File: src/logic/mul_pkg.sv
package mul_pkg;

	//////////////////////////////////////////////////////////////////////
	// Widths and pipeline shape
	//////////////////////////////////////////////////////////////////////

	localparam int OPERAND_W = 16;
	localparam int PRODUCT_W = 2 * OPERAND_W;

	// Array rows folded into one clocked stage
	localparam int ROWS_PER_STAGE = 4;
	localparam int NUM_STAGES = OPERAND_W / ROWS_PER_STAGE;

	// Partial result buffer in front of the merge adder
	localparam int FIFO_DEPTH = 4;
	localparam int FIFO_PTR_W = $clog2(FIFO_DEPTH);
	localparam int FIFO_CNT_W = $clog2(FIFO_DEPTH + 1);

	//////////////////////////////////////////////////////////////////////
	// Payload types
	//////////////////////////////////////////////////////////////////////

	typedef logic [OPERAND_W-1:0] operand_t;
	typedef logic [PRODUCT_W-1:0] product_t;

	typedef struct packed {
		operand_t a;
		operand_t b;
	} mul_req_t;

	// Array state between rows
	// sum[j] of row i weighs 2^(i+j), carry[j] weighs 2^(i+j+1)
	typedef struct packed {
		operand_t a;
		operand_t b;
		operand_t sum;
		operand_t carry;
		operand_t low;
	} csa_row_t;

endpackage

File: src/logic/array_multiplier.sv
`timescale 1ns/1ps

module array_multiplier (
	input  logic              clk,
	input  logic              arst_n,

	input  logic              in_valid,
	output logic              in_ready,
	input  mul_pkg::mul_req_t in_data,

	output logic              out_valid,
	input  logic              out_ready,
	output mul_pkg::product_t out_data
);

	import mul_pkg::*;

	// Link s feeds stage s, link NUM_STAGES feeds the FIFO
	csa_row_t              stage_data [NUM_STAGES+1];
	logic [NUM_STAGES:0]   stage_valid;
	logic [NUM_STAGES:0]   stage_ready;

	csa_row_t fifo_data;
	logic     fifo_valid;
	logic     fifo_ready;

	// Empty array state for a new operand pair
	assign stage_data[0] = '{a: in_data.a, b: in_data.b, sum: '0, carry: '0, low: '0};
	assign stage_valid[0] = in_valid;
	assign in_ready = stage_ready[0];

	//////////////////////////////////////////////////////////////////////
	// Carry-save array
	//////////////////////////////////////////////////////////////////////

	for (genvar s = 0; s < NUM_STAGES; s++) begin : g_stage
		array_row_stage #(
			.FIRST_ROW (s * ROWS_PER_STAGE)
		) stage_i (
			.clk       (clk),
			.arst_n    (arst_n),
			.in_valid  (stage_valid[s]),
			.in_ready  (stage_ready[s]),
			.in_data   (stage_data[s]),
			.out_valid (stage_valid[s+1]),
			.out_ready (stage_ready[s+1]),
			.out_data  (stage_data[s+1])
		);
	end

	partial_fifo fifo_i (
		.clk       (clk),
		.arst_n    (arst_n),
		.in_valid  (stage_valid[NUM_STAGES]),
		.in_ready  (stage_ready[NUM_STAGES]),
		.in_data   (stage_data[NUM_STAGES]),
		.out_valid (fifo_valid),
		.out_ready (fifo_ready),
		.out_data  (fifo_data)
	);

	merge_adder merge_i (
		.clk       (clk),
		.arst_n    (arst_n),
		.in_valid  (fifo_valid),
		.in_ready  (fifo_ready),
		.in_data   (fifo_data),
		.out_valid (out_valid),
		.out_ready (out_ready),
		.out_data  (out_data)
	);

endmodule

File: src/logic/array_row_stage.sv
`timescale 1ns/1ps

module array_row_stage #(
	parameter int FIRST_ROW = 0
) (
	input  logic              clk,
	input  logic              arst_n,

	input  logic              in_valid,
	output logic              in_ready,
	input  mul_pkg::csa_row_t in_data,

	output logic              out_valid,
	input  logic              out_ready,
	output mul_pkg::csa_row_t out_data
);

	import mul_pkg::*;

	csa_row_t row_nxt;
	logic     in_fire;

	//////////////////////////////////////////////////////////////////////
	// Carry-save rows
	//////////////////////////////////////////////////////////////////////

	// Each row is one line of AND-gated full adders.
	// Sum moves one column down, carry stays in its column.
	always_comb begin : rows
		operand_t sum_in;
		operand_t pp;
		operand_t cy;

		row_nxt = in_data;
		for (int k = 0; k < ROWS_PER_STAGE; k++) begin
			sum_in = {1'b0, row_nxt.sum[OPERAND_W-1:1]};
			pp = row_nxt.a & {OPERAND_W{row_nxt.b[FIRST_ROW + k]}};
			cy = (sum_in & pp) | (pp & row_nxt.carry) | (sum_in & row_nxt.carry);
			row_nxt.sum = sum_in ^ pp ^ row_nxt.carry;
			row_nxt.carry = cy;
			// Column 0 is final once its row is done
			row_nxt.low[FIRST_ROW + k] = row_nxt.sum[0];
		end
	end

	//////////////////////////////////////////////////////////////////////
	// Pipeline register
	//////////////////////////////////////////////////////////////////////

	assign in_ready = !out_valid || out_ready;
	assign in_fire = in_valid && in_ready;

	always_ff @(posedge clk or negedge arst_n) begin
		if (!arst_n) begin
			out_valid <= 1'b0;
		end else if (in_ready) begin
			out_valid <= in_valid;
		end
	end

	always_ff @(posedge clk) begin
		if (in_fire) begin
			out_data <= row_nxt;
		end
	end

	// Stalled output holds both valid and payload
	a_hold_while_stalled: assert property (
		@(posedge clk) disable iff (!arst_n)
		out_valid && !out_ready |=> out_valid && $stable(out_data)
	) else $error("row stage %0d changed a stalled output", FIRST_ROW);

endmodule

File: src/logic/merge_adder.sv
`timescale 1ns/1ps

module merge_adder (
	input  logic              clk,
	input  logic              arst_n,

	input  logic              in_valid,
	output logic              in_ready,
	input  mul_pkg::csa_row_t in_data,

	output logic              out_valid,
	input  logic              out_ready,
	output mul_pkg::product_t out_data
);

	import mul_pkg::*;

	product_t product_nxt;

	//////////////////////////////////////////////////////////////////////
	// Final ripple row
	//////////////////////////////////////////////////////////////////////

	// Shifted sums plus carries, one column at a time
	always_comb begin : ripple
		operand_t sum_in;
		operand_t upper;
		logic     c;

		sum_in = {1'b0, in_data.sum[OPERAND_W-1:1]};
		c = 1'b0;
		for (int j = 0; j < OPERAND_W; j++) begin
			upper[j] = sum_in[j] ^ in_data.carry[j] ^ c;
			c = (sum_in[j] & in_data.carry[j]) | (sum_in[j] & c) | (in_data.carry[j] & c);
		end
		product_nxt = {upper, in_data.low};
	end

	//////////////////////////////////////////////////////////////////////
	// Output register
	//////////////////////////////////////////////////////////////////////

	assign in_ready = !out_valid || out_ready;

	always_ff @(posedge clk or negedge arst_n) begin
		if (!arst_n) begin
			out_valid <= 1'b0;
		end else if (in_ready) begin
			out_valid <= in_valid;
		end
	end

	always_ff @(posedge clk) begin
		if (in_valid && in_ready) begin
			out_data <= product_nxt;
		end
	end

	a_hold_while_stalled: assert property (
		@(posedge clk) disable iff (!arst_n)
		out_valid && !out_ready |=> out_valid && $stable(out_data)
	) else $error("merge adder changed a stalled product");

endmodule

File: src/logic/partial_fifo.sv
`timescale 1ns/1ps

module partial_fifo (
	input  logic              clk,
	input  logic              arst_n,

	input  logic              in_valid,
	output logic              in_ready,
	input  mul_pkg::csa_row_t in_data,

	output logic              out_valid,
	input  logic              out_ready,
	output mul_pkg::csa_row_t out_data
);

	import mul_pkg::*;

	csa_row_t mem [FIFO_DEPTH];

	logic [FIFO_PTR_W-1:0] rd_ptr;
	logic [FIFO_PTR_W-1:0] wr_ptr;
	logic [FIFO_CNT_W-1:0] count;
	logic                  wr_en;
	logic                  rd_en;

	function automatic logic [FIFO_PTR_W-1:0] ptr_inc(input logic [FIFO_PTR_W-1:0] ptr);
		if (ptr == FIFO_PTR_W'(FIFO_DEPTH - 1)) begin
			return '0;
		end
		return ptr + 1'b1;
	endfunction

	// Full FIFO still takes data when an entry leaves this cycle
	assign out_valid = count != '0;
	assign in_ready = (count != FIFO_CNT_W'(FIFO_DEPTH)) || out_ready;
	assign wr_en = in_valid && in_ready;
	assign rd_en = out_valid && out_ready;
	assign out_data = mem[rd_ptr];

	always_ff @(posedge clk or negedge arst_n) begin
		if (!arst_n) begin
			rd_ptr <= '0;
			wr_ptr <= '0;
			count <= '0;
		end else begin
			if (wr_en) begin
				wr_ptr <= ptr_inc(wr_ptr);
			end
			if (rd_en) begin
				rd_ptr <= ptr_inc(rd_ptr);
			end
			case ({wr_en, rd_en})
				2'b10: count <= count + 1'b1;
				2'b01: count <= count - 1'b1;
				default: count <= count;
			endcase
		end
	end

	always_ff @(posedge clk) begin
		if (wr_en) begin
			mem[wr_ptr] <= in_data;
		end
	end

	a_count_bound: assert property (
		@(posedge clk) disable iff (!arst_n)
		count <= FIFO_CNT_W'(FIFO_DEPTH)
	) else $error("partial FIFO count overflow");

	// Empty FIFO never advances its read side
	a_no_empty_read: assert property (
		@(posedge clk) disable iff (!arst_n)
		count == '0 |=> rd_ptr == $past(rd_ptr)
	) else $error("partial FIFO read while empty");

endmodule

File: config.mk
export PLATFORM = sky130hd
export DESIGN_NAME = array_multiplier
export DESIGN_NICKNAME = d
export VERILOG_FILES = /design/src/logic/mul_pkg.sv /design/src/logic/array_multiplier.sv /design/src/logic/array_row_stage.sv /design/src/logic/merge_adder.sv /design/src/logic/partial_fifo.sv
export SDC_FILE = /design/constraint.sdc
export NUM_CORES = 1
export LEC_CHECK = 0
export ABC_AREA = 1
export BUFFER_PORTS_ARGS = -buffer_cell sky130_fd_sc_hd__buf_2
export CAP_MARGIN = 5
export CORE_MARGIN = 5
export CORE_UTILIZATION = 40
export CTS_BUF_LIST = sky130_fd_sc_hd__clkbuf_4 sky130_fd_sc_hd__clkbuf_8
export CTS_CLUSTER_DIAMETER = 60
export CTS_CLUSTER_SIZE = 24
export DETAILED_ROUTE_END_ITERATION = 16
export MAX_ROUTING_LAYER = met4
export PLACE_DENSITY = 0.56
export SYNTH_ARGS = -nofsm -noshare
export SYNTH_HDL_FRONTEND = slang
export SYNTH_SLANG_ARGS = --single-unit
File: constraint.sdc
create_clock -name clk -period 9.2 [get_ports clk]
set_input_delay 0.92 -clock clk [delete_from_list [all_inputs] [get_ports clk]]
set_output_delay 0.92 -clock clk [all_outputs]
set_load 0.01 [all_outputs]
==> results of run 1 <==
==> worst max path at each step <==
| stage | from | end | slack [ps] |
|---|---|---|---|
| after detailed placement | fifo_i.rd_ptr[0] | merge_i.out_data[30] | 800 |
| after global placement | fifo_i.rd_ptr[0] | merge_i.out_data[30] | 830 |
| after CTS | fifo_i.rd_ptr[0] | merge_i.out_data[30] | 730 |
| after global routing | fifo_i.rd_ptr[0] | merge_i.out_data[30] | 450 |
| final | fifo_i.rd_ptr[0] | merge_i.out_data[30] | 860 |
| after floorplan | fifo_i.rd_ptr[0] | merge_i.out_data[30] | 1600 |
==> stage by stage <==
step                util [%]  instances  power [mW]  setup slack (ps)
detailed placement     42.54       2399       6.409             796.0
global route           43.96       2460       8.072             446.4
finish                 43.96       2460       7.400             859.6
floorplan                  -       1627       5.512              1596
global placement       42.54       2399       6.283             832.5
CTS                    43.96       2460       7.558             728.8
==> registers in the layout (all words and copies together) (netlist names) <==
name                       flops
fifo_i.mem                   184
merge_i.out_valid              1
fifo_i.rd_ptr                  2
fifo_i.count                   3
g_stage.stage_i.out_data     232
g_stage.stage_i.out_valid      4
fifo_i.wr_ptr                  2
merge_i.out_data              32
==> worst register-to-register path: cells and delay by family (launching register included) <==
family | cells | cell delay [ps]
adder cells (fa/ha/maj) | 15 | 6650
AO/OA/AOI/OAI | 2 | 360
buffers and inverters | 3 | 580
flip-flops | 1 | 630
==> area by class of cell <==
cell class | instances | area, um^2 | area share, %
Sequential cell | 460 | 13750 | 56.57
Multi-Input combinational cell | 774 | 7124 | 29.30
Inverter | 332 | 1246 | 5.126
Tap cell | 748 | 935.9 | 3.850
Clock buffer | 37 | 509.2 | 2.095
Timing Repair Buffer | 85 | 465.4 | 1.914
Clock inverter | 24 | 276.5 | 1.137
==> synth_stat cells, types with 2 or more instances <==
cell type / instances / area [um^2]
a21oi_1: 4 / 20.02
a32o_1: 2 / 20.02
buf_2: 23 / 115.1
buf_4: 6 / 45.04
buf_6: 12 / 135.1
clkbuf_1: 19 / 71.32
dfrtp_1: 12 / 300.3
edfxtp_1: 448 / 13450
fa_1: 225 / 4504
ha_1: 22 / 275.3
inv_1: 329 / 1235
inv_2: 3 / 11.26
nand2_1: 273 / 1025
nand3_1: 3 / 15.01
nand4_1: 2 / 12.51
nor2_1: 99 / 371.6
nor2_2: 2 / 12.51
o21ai_0: 71 / 355.3
o21ai_1: 14 / 70.07
o21ai_2: 10 / 87.58
o22ai_1: 44 / 275.3
==> layer usage <==
| metal | share of wire, % | GRT usage (%) | wire [um] |
|---|---|---|---|
| met5 | 0 | - | 0 |
| met3 | 3.2 | 1.956 | 1119 |
| met1 | 45 | 15.80 | 15850 |
| met2 | 50 | 20.88 | 17880 |
| met4 | 1.8 | 3.348 | 642 |
==> cells by family after synthesis <==
family                   count (synthesis)  synth area share, %
buffers and inverters                  393                7.210
flip-flops                             460                61.29
XOR/XNOR                                 2              0.07808
AO/OA/AOI/OAI                          145                3.691
adder cells (fa/ha/maj)                247                21.30
AND/OR/NAND/NOR                        380                6.429
==> power by group <==
part	internal, mW	switching (mW)
registers	3.32	0.305
clock network	0.449	0.705
logic	1.09	1.54
==> flow_summary_export.csv, run 1 <==
group,metric,value,unit
min_path,hp-class,"primary input to async pin",
timing,tightestPinTransition,876.5,ps
layout,final_cell_mix,"edfxtp_1 (448), inv_1 (327), nand2_1 (273)",
timing,setup_viol,0,
timing,period_share,90.66,%
clock_network,clock_latency,610,ps
timing,holdWs,185.2,ps
clock_network,post_cts_buffers,0,
placed_design,io_buffers,69,
global_route,grt_pass1_vias,11670,
critical_path,critPathSlowestCell,"dfrtp_2",
critical_path,r2r_start,"fifo_i.rd_ptr[0]",
detailed_routing,antenna_left,0,
layout,final_common_cell,"edfxtp_1",
synthesis,netlist_instances,1627,
detailed_routing,dr.pass1.iters,4,
placed_design,dpl_cell_area,23530,um^2
timing,clock_skew,43.85,ps
detailed_routing,via_per_inst,4.467,
detailed_routing,vias,10990,
clock_network,cts.clk_slew.worst_paths,120,ps
floorplanning,rows,86,
synthesis,synth_edf_count,448,
timing,clock.fmax,119.9,MHz
critical_path,critical_path_required,9680,ps
global_route,grt_max_degree,63,
clock_network,cts_tree,"built",
critical_path,r2r_slack,860,ps
placed_design,dpl.hpwl,25690,um
layout,fill_cells,5042,
detailed_routing,wire_per_inst,14.43,um
synthesis,post_synth.cell_area_avg,13.79,um^2
timing,hold_viol,0,
clock_network,ctsResizeCount,0,
flow_run,cap_viol_max_count,0,
synthesis,synth-main-ff-cell,"edfxtp_1",
power,ir_worst_vdd,0.1160,mV
critical_path,criticalPathCategory,"flop to flop",
clock_network,clkSinkCount,460,
critical_path,cp_top_family,"adder cells",
detailed_routing,drcViolationCount,0,
global_route,grt_first_pass_wirelength,59480,um
timing,period_needed,8340,ps
clock_network,postCtsHoldBufs,0,
global_route,antenna_found_initial,0,
synthesis,ys.warnings.count,0,
critical_path,crit_top_cell,"fa_1",
critical_path,critPathLaunchType,"flop",
layout,finalInstanceArea,24310,um^2
critical_path,crit_path_end_kind,"flop",
detailed_routing,finalWirelength,35490,um
synthesis,syn-num-nets,1910,
synthesis,synth_area,22440,um^2
critical_path,critical_path.max_stage_delay,630,ps
timing,rsz0062_at_grt,"no",
floorplanning,die-width,246.9,um
synthesis,ys_seq_area_share,61.29,%
critical_path,cp_num_cells,20,
critical_path,worst-path-buf-inv,3,
timing,slew_viol_final,0,
outcome,status,"completed",
layout,drive_above_1_share,9.871,%
floorplanning,initial_core_util,40.57,%
global_route,overflow,0,
power,power.density,304.4,nW/um^2
floorplanning,fp.dieH,246.9,um
critical_path,r2r_cells,20,
critical_path,r2r_end,"merge_i.out_data[30]",
clock_network,clk_path_buf_depth,3,
critical_path,cp_data_arrival_time,8820,ps
floorplanning,core_region_area,55310,um^2
synthesis,postSynth.asyncResetShare,2.609,%
detailed_routing,drtIter0Drc,428,
layout,n_antenna_cell,0,
timing,maxSlewHeadroom,41.48,%
critical_path,crit_fanout,50,
placed_design,globalplace.congestion,0.7925,
floorplanning,die_area,60930,um^2
synthesis,ys_types,25,
synthesis,ys_ff_latch,460,
critical_path,cp_cell_sequence,"inv_2, o21ai_2, o22ai_1, ha_1, fa_1, fa_1, fa_1, fa_1, fa_1, fa_1, fa_1, fa_1, fa_1, fa_1, fa_1, fa_1, fa_1, inv_1, fa_1, inv_1",
power,p_leak,10.46,nW
floorplanning,ios,70,
clock_network,htreeDepth,2,
layout,area_growth,8.347,%
global_route,grt_usage,12.38,%
layout,fin_nets,1970,
clock_network,cts_root_buffer,"clkbuf_8",
timing,finalSetupTns,0,ps
clock_network,cts_buffers,34,
Note: power is estimated with default switching activity, not from simulation.
==> inputs of run 2 (changes only) <==
Clock period 9.2 ns to 9.7 ns, I/O delays scaled along.
==> run 2 against run 1 <==
  * Sequential share of layout area about the same
  * Routed wire length down 0.28%
  * Highest routed layer unchanged
  * Non-clock buffer count down 1
  * Largest power group unchanged
  * Cell count about the same
  * First-iteration DRC count up 32%
  * Final area about the same
  * Critical endpoint unchanged
==> flow_summary_export.csv, run 2 (same netlist as run 1, synthesis figures left out) <==
group,metric,value,unit
outcome,status,"completed",
timing,tightestPinTransition,1067,ps
critical_path,r2r_start,"fifo_i.rd_ptr[0]",
power,p_leak,10.46,nW
detailed_routing,vias,11020,
detailed_routing,via_per_inst,4.481,
layout,reg_top3,"g_stage.stage_i.out_data: 232 flops, fifo_i.mem: 184 flops, merge_i.out_data: 32 flops",
global_route,grt_busiest_layer,"met2",
clock_network,cts_buffers,35,
global_route,met1_usage,16.12,%
timing,hold_viol,0,
timing,fin_ws,1053,ps
clock_network,post_cts_buffers,0,
clock_network,clk_path_buf_depth,3,
placed_design,dp.cells,2398,
placed_design,dpl_cell_area,23520,um^2
timing,maxSlewHeadroom,28.74,%
critical_path,crit_fanout,60,
layout,finalInstanceArea,24300,um^2
global_route,use_met2,21.11,%
critical_path,r2r_slack,1050,ps
layout,n_antenna_cell,0,
timing,setup_viol,0,
critical_path,critPathLaunchType,"flop",
global_route,grt_pass1_vias,11800,
detailed_routing,drcViolationCount,0,
placed_design,io_buffers,69,
clock_network,cts_tree,"built",
floorplanning,ios,70,
clock_network,clkSinkCount,460,
layout,fin_nets,1970,
critical_path,critical_path_required,10170,ps
floorplanning,core_region_area,55310,um^2
floorplanning,die_area,60930,um^2
timing,clock_skew,47.39,ps
flow_run,cap_viol_max_count,0,
critical_path,r2r_cells,20,
layout,area_growth,8.314,%
clock_network,htreeDepth,2,
global_route,grt_usage,12.51,%
floorplanning,die-width,246.9,um
critical_path,cp_data_arrival_time,9120,ps
detailed_routing,wire_per_inst,14.39,um
global_route,grt_max_degree,63,
layout,final_common_cell,"edfxtp_1",
placed_design,dpl.hpwl,25850,um
power,ir_worst_vdd,0.1458,mV
layout,final_cell_mix,"edfxtp_1 (448), inv_1 (327), nand2_1 (273)",
global_route,grt_first_pass_wirelength,60170,um
timing,period_share,89.15,%
critical_path,crit_path_end_kind,"flop",
detailed_routing,antenna_left,0,
timing,slew_viol_final,0,
power,power.density,290.1,nW/um^2
clock_network,postCtsHoldBufs,0,
layout,finalNonFillerCells,2459,
global_route,overflow,0,
floorplanning,fp.dieH,246.9,um
layout,regArea,13750,um^2
detailed_routing,drtIter0Drc,564,
critical_path,crit_start,"fifo_i.rd_ptr[0]",
clock_network,cts.clk_slew.worst_paths,110,ps
timing,period_needed,8647,ps
global_route,antenna_found_initial,0,
detailed_routing,finalWirelength,35390,um
floorplanning,initial_core_util,40.57,%
critical_path,r2r_end,"merge_i.out_data[30]",
layout,top_register,"g_stage.stage_i.out_data",
min_path,hp-class,"primary input to async pin",
timing,rsz0062_at_grt,"no",
layout,fill_cells,5036,
critical_path,criticalPathCategory,"flop to flop",
layout,multiInputGateArea,7124,um^2
layout,largest_reg_flops,232,
global_route,grtUsageMet3,1.827,%
placed_design,post-place-ws,1011,ps
layout,drive_above_1_share,9.936,%
clock_network,ctsResizeCount,0,
critical_path,endpoint,"merge_i.out_data[30]",
floorplanning,rows,86,
clock_network,cts_root_buffer,"clkbuf_8",
timing,holdWs,244.3,ps
clock_network,clock_latency,610,ps
timing,finalSetupTns,0,ps
detailed_routing,dr.pass1.iters,5,
timing,clock.fmax,115.6,MHz
placed_design,globalplace.congestion,0.7591,
run 2: cell types whose count changed in the layout (fill, tap and decap cells not counted), sizes merged:
cell / previous run / this run
clkinv: 12 / 9
inv: 340 / 344
buf: 85 / 84
bufinv: 1 / 2
clkinvlp: 3 / 1
run 2: per-layer routing:
| layer | routed length (um) | part of all wire [%] | vias up |
|---|---|---|---|
| met5 | 0 | 0 | - |
| met4 | 629 | 1.8 | 0 |
| met3 | 1257 | 3.6 | 35 |
| met2 | 17880 | 51 | 170 |
| met1 | 15620 | 44 | 5500 |
| li1 | - | - | 5315 |
run 2: how the worst min path moves through the flow:
| stage | startpoint | end | slack [ps] | cells after the start |
|---|---|---|---|---|
| final | arst_n | fifo_i.rd_ptr[1] | 240 | 1 |
| after global routing | arst_n | fifo_i.rd_ptr[1] | 220 | 1 |
| after CTS | arst_n | merge_i.out_valid | 190 | 1 |
| after detailed placement | g_stage[0].stage_i.out_data[2] | g_stage[1].stage_i.out_data[2] | 400 | 0 |
| after global placement | g_stage[1].stage_i.out_data[60] | g_stage[2].stage_i.out_data[60] | 400 | 0 |
| after floorplan | g_stage[0].stage_i.out_data[0] | g_stage[1].stage_i.out_data[0] | 400 | 0 |
run 2: cell type report:
type                    count  area share (%)
clock buffers              37           2.095
clock inverters            24           1.138
inverters                 332           5.127
multi-input cells         774           29.31
flip-flops and latches    460           56.59
well taps                 748           3.851
repair buffers             84           1.884
run 2: report_power, final:
| group | switching, mW | leakage (nW) | internal [mW] |
|---|---|---|---|
| Sequential | 0.296 | 4.45 | 3.15 |
| Combinational | 1.46 | 5.62 | 1.03 |
| Clock | 0.664 | 0.399 | 0.450 |
| Total | 2.42 | 10.5 | 4.63 |
run 2: per-stage QoR:
| stage | total power [mW] | utilization, % |
|---|---|---|
| after global routing | 7.696 | 43.94 |
| final | 7.051 | 43.94 |
| after detailed placement | 6.086 | 42.52 |
| after global placement | 5.985 | 42.52 |
| after floorplan | 5.227 | - |
| after CTS | 7.197 | 43.94 |
run 2: worst max-delay path: stages, from the launching register on:
cell	delay, ps
dfrtp_2	750
inv_2	560
o21ai_2	280
o22ai_1	100
ha_1	240
fa_1	450
fa_1	470
fa_1	460
fa_1	460
fa_1	460
fa_1	480
fa_1	490
fa_1	480
fa_1	460
fa_1	460
fa_1	460
fa_1	460
fa_1	420
inv_1	80
fa_1	390
inv_1	70
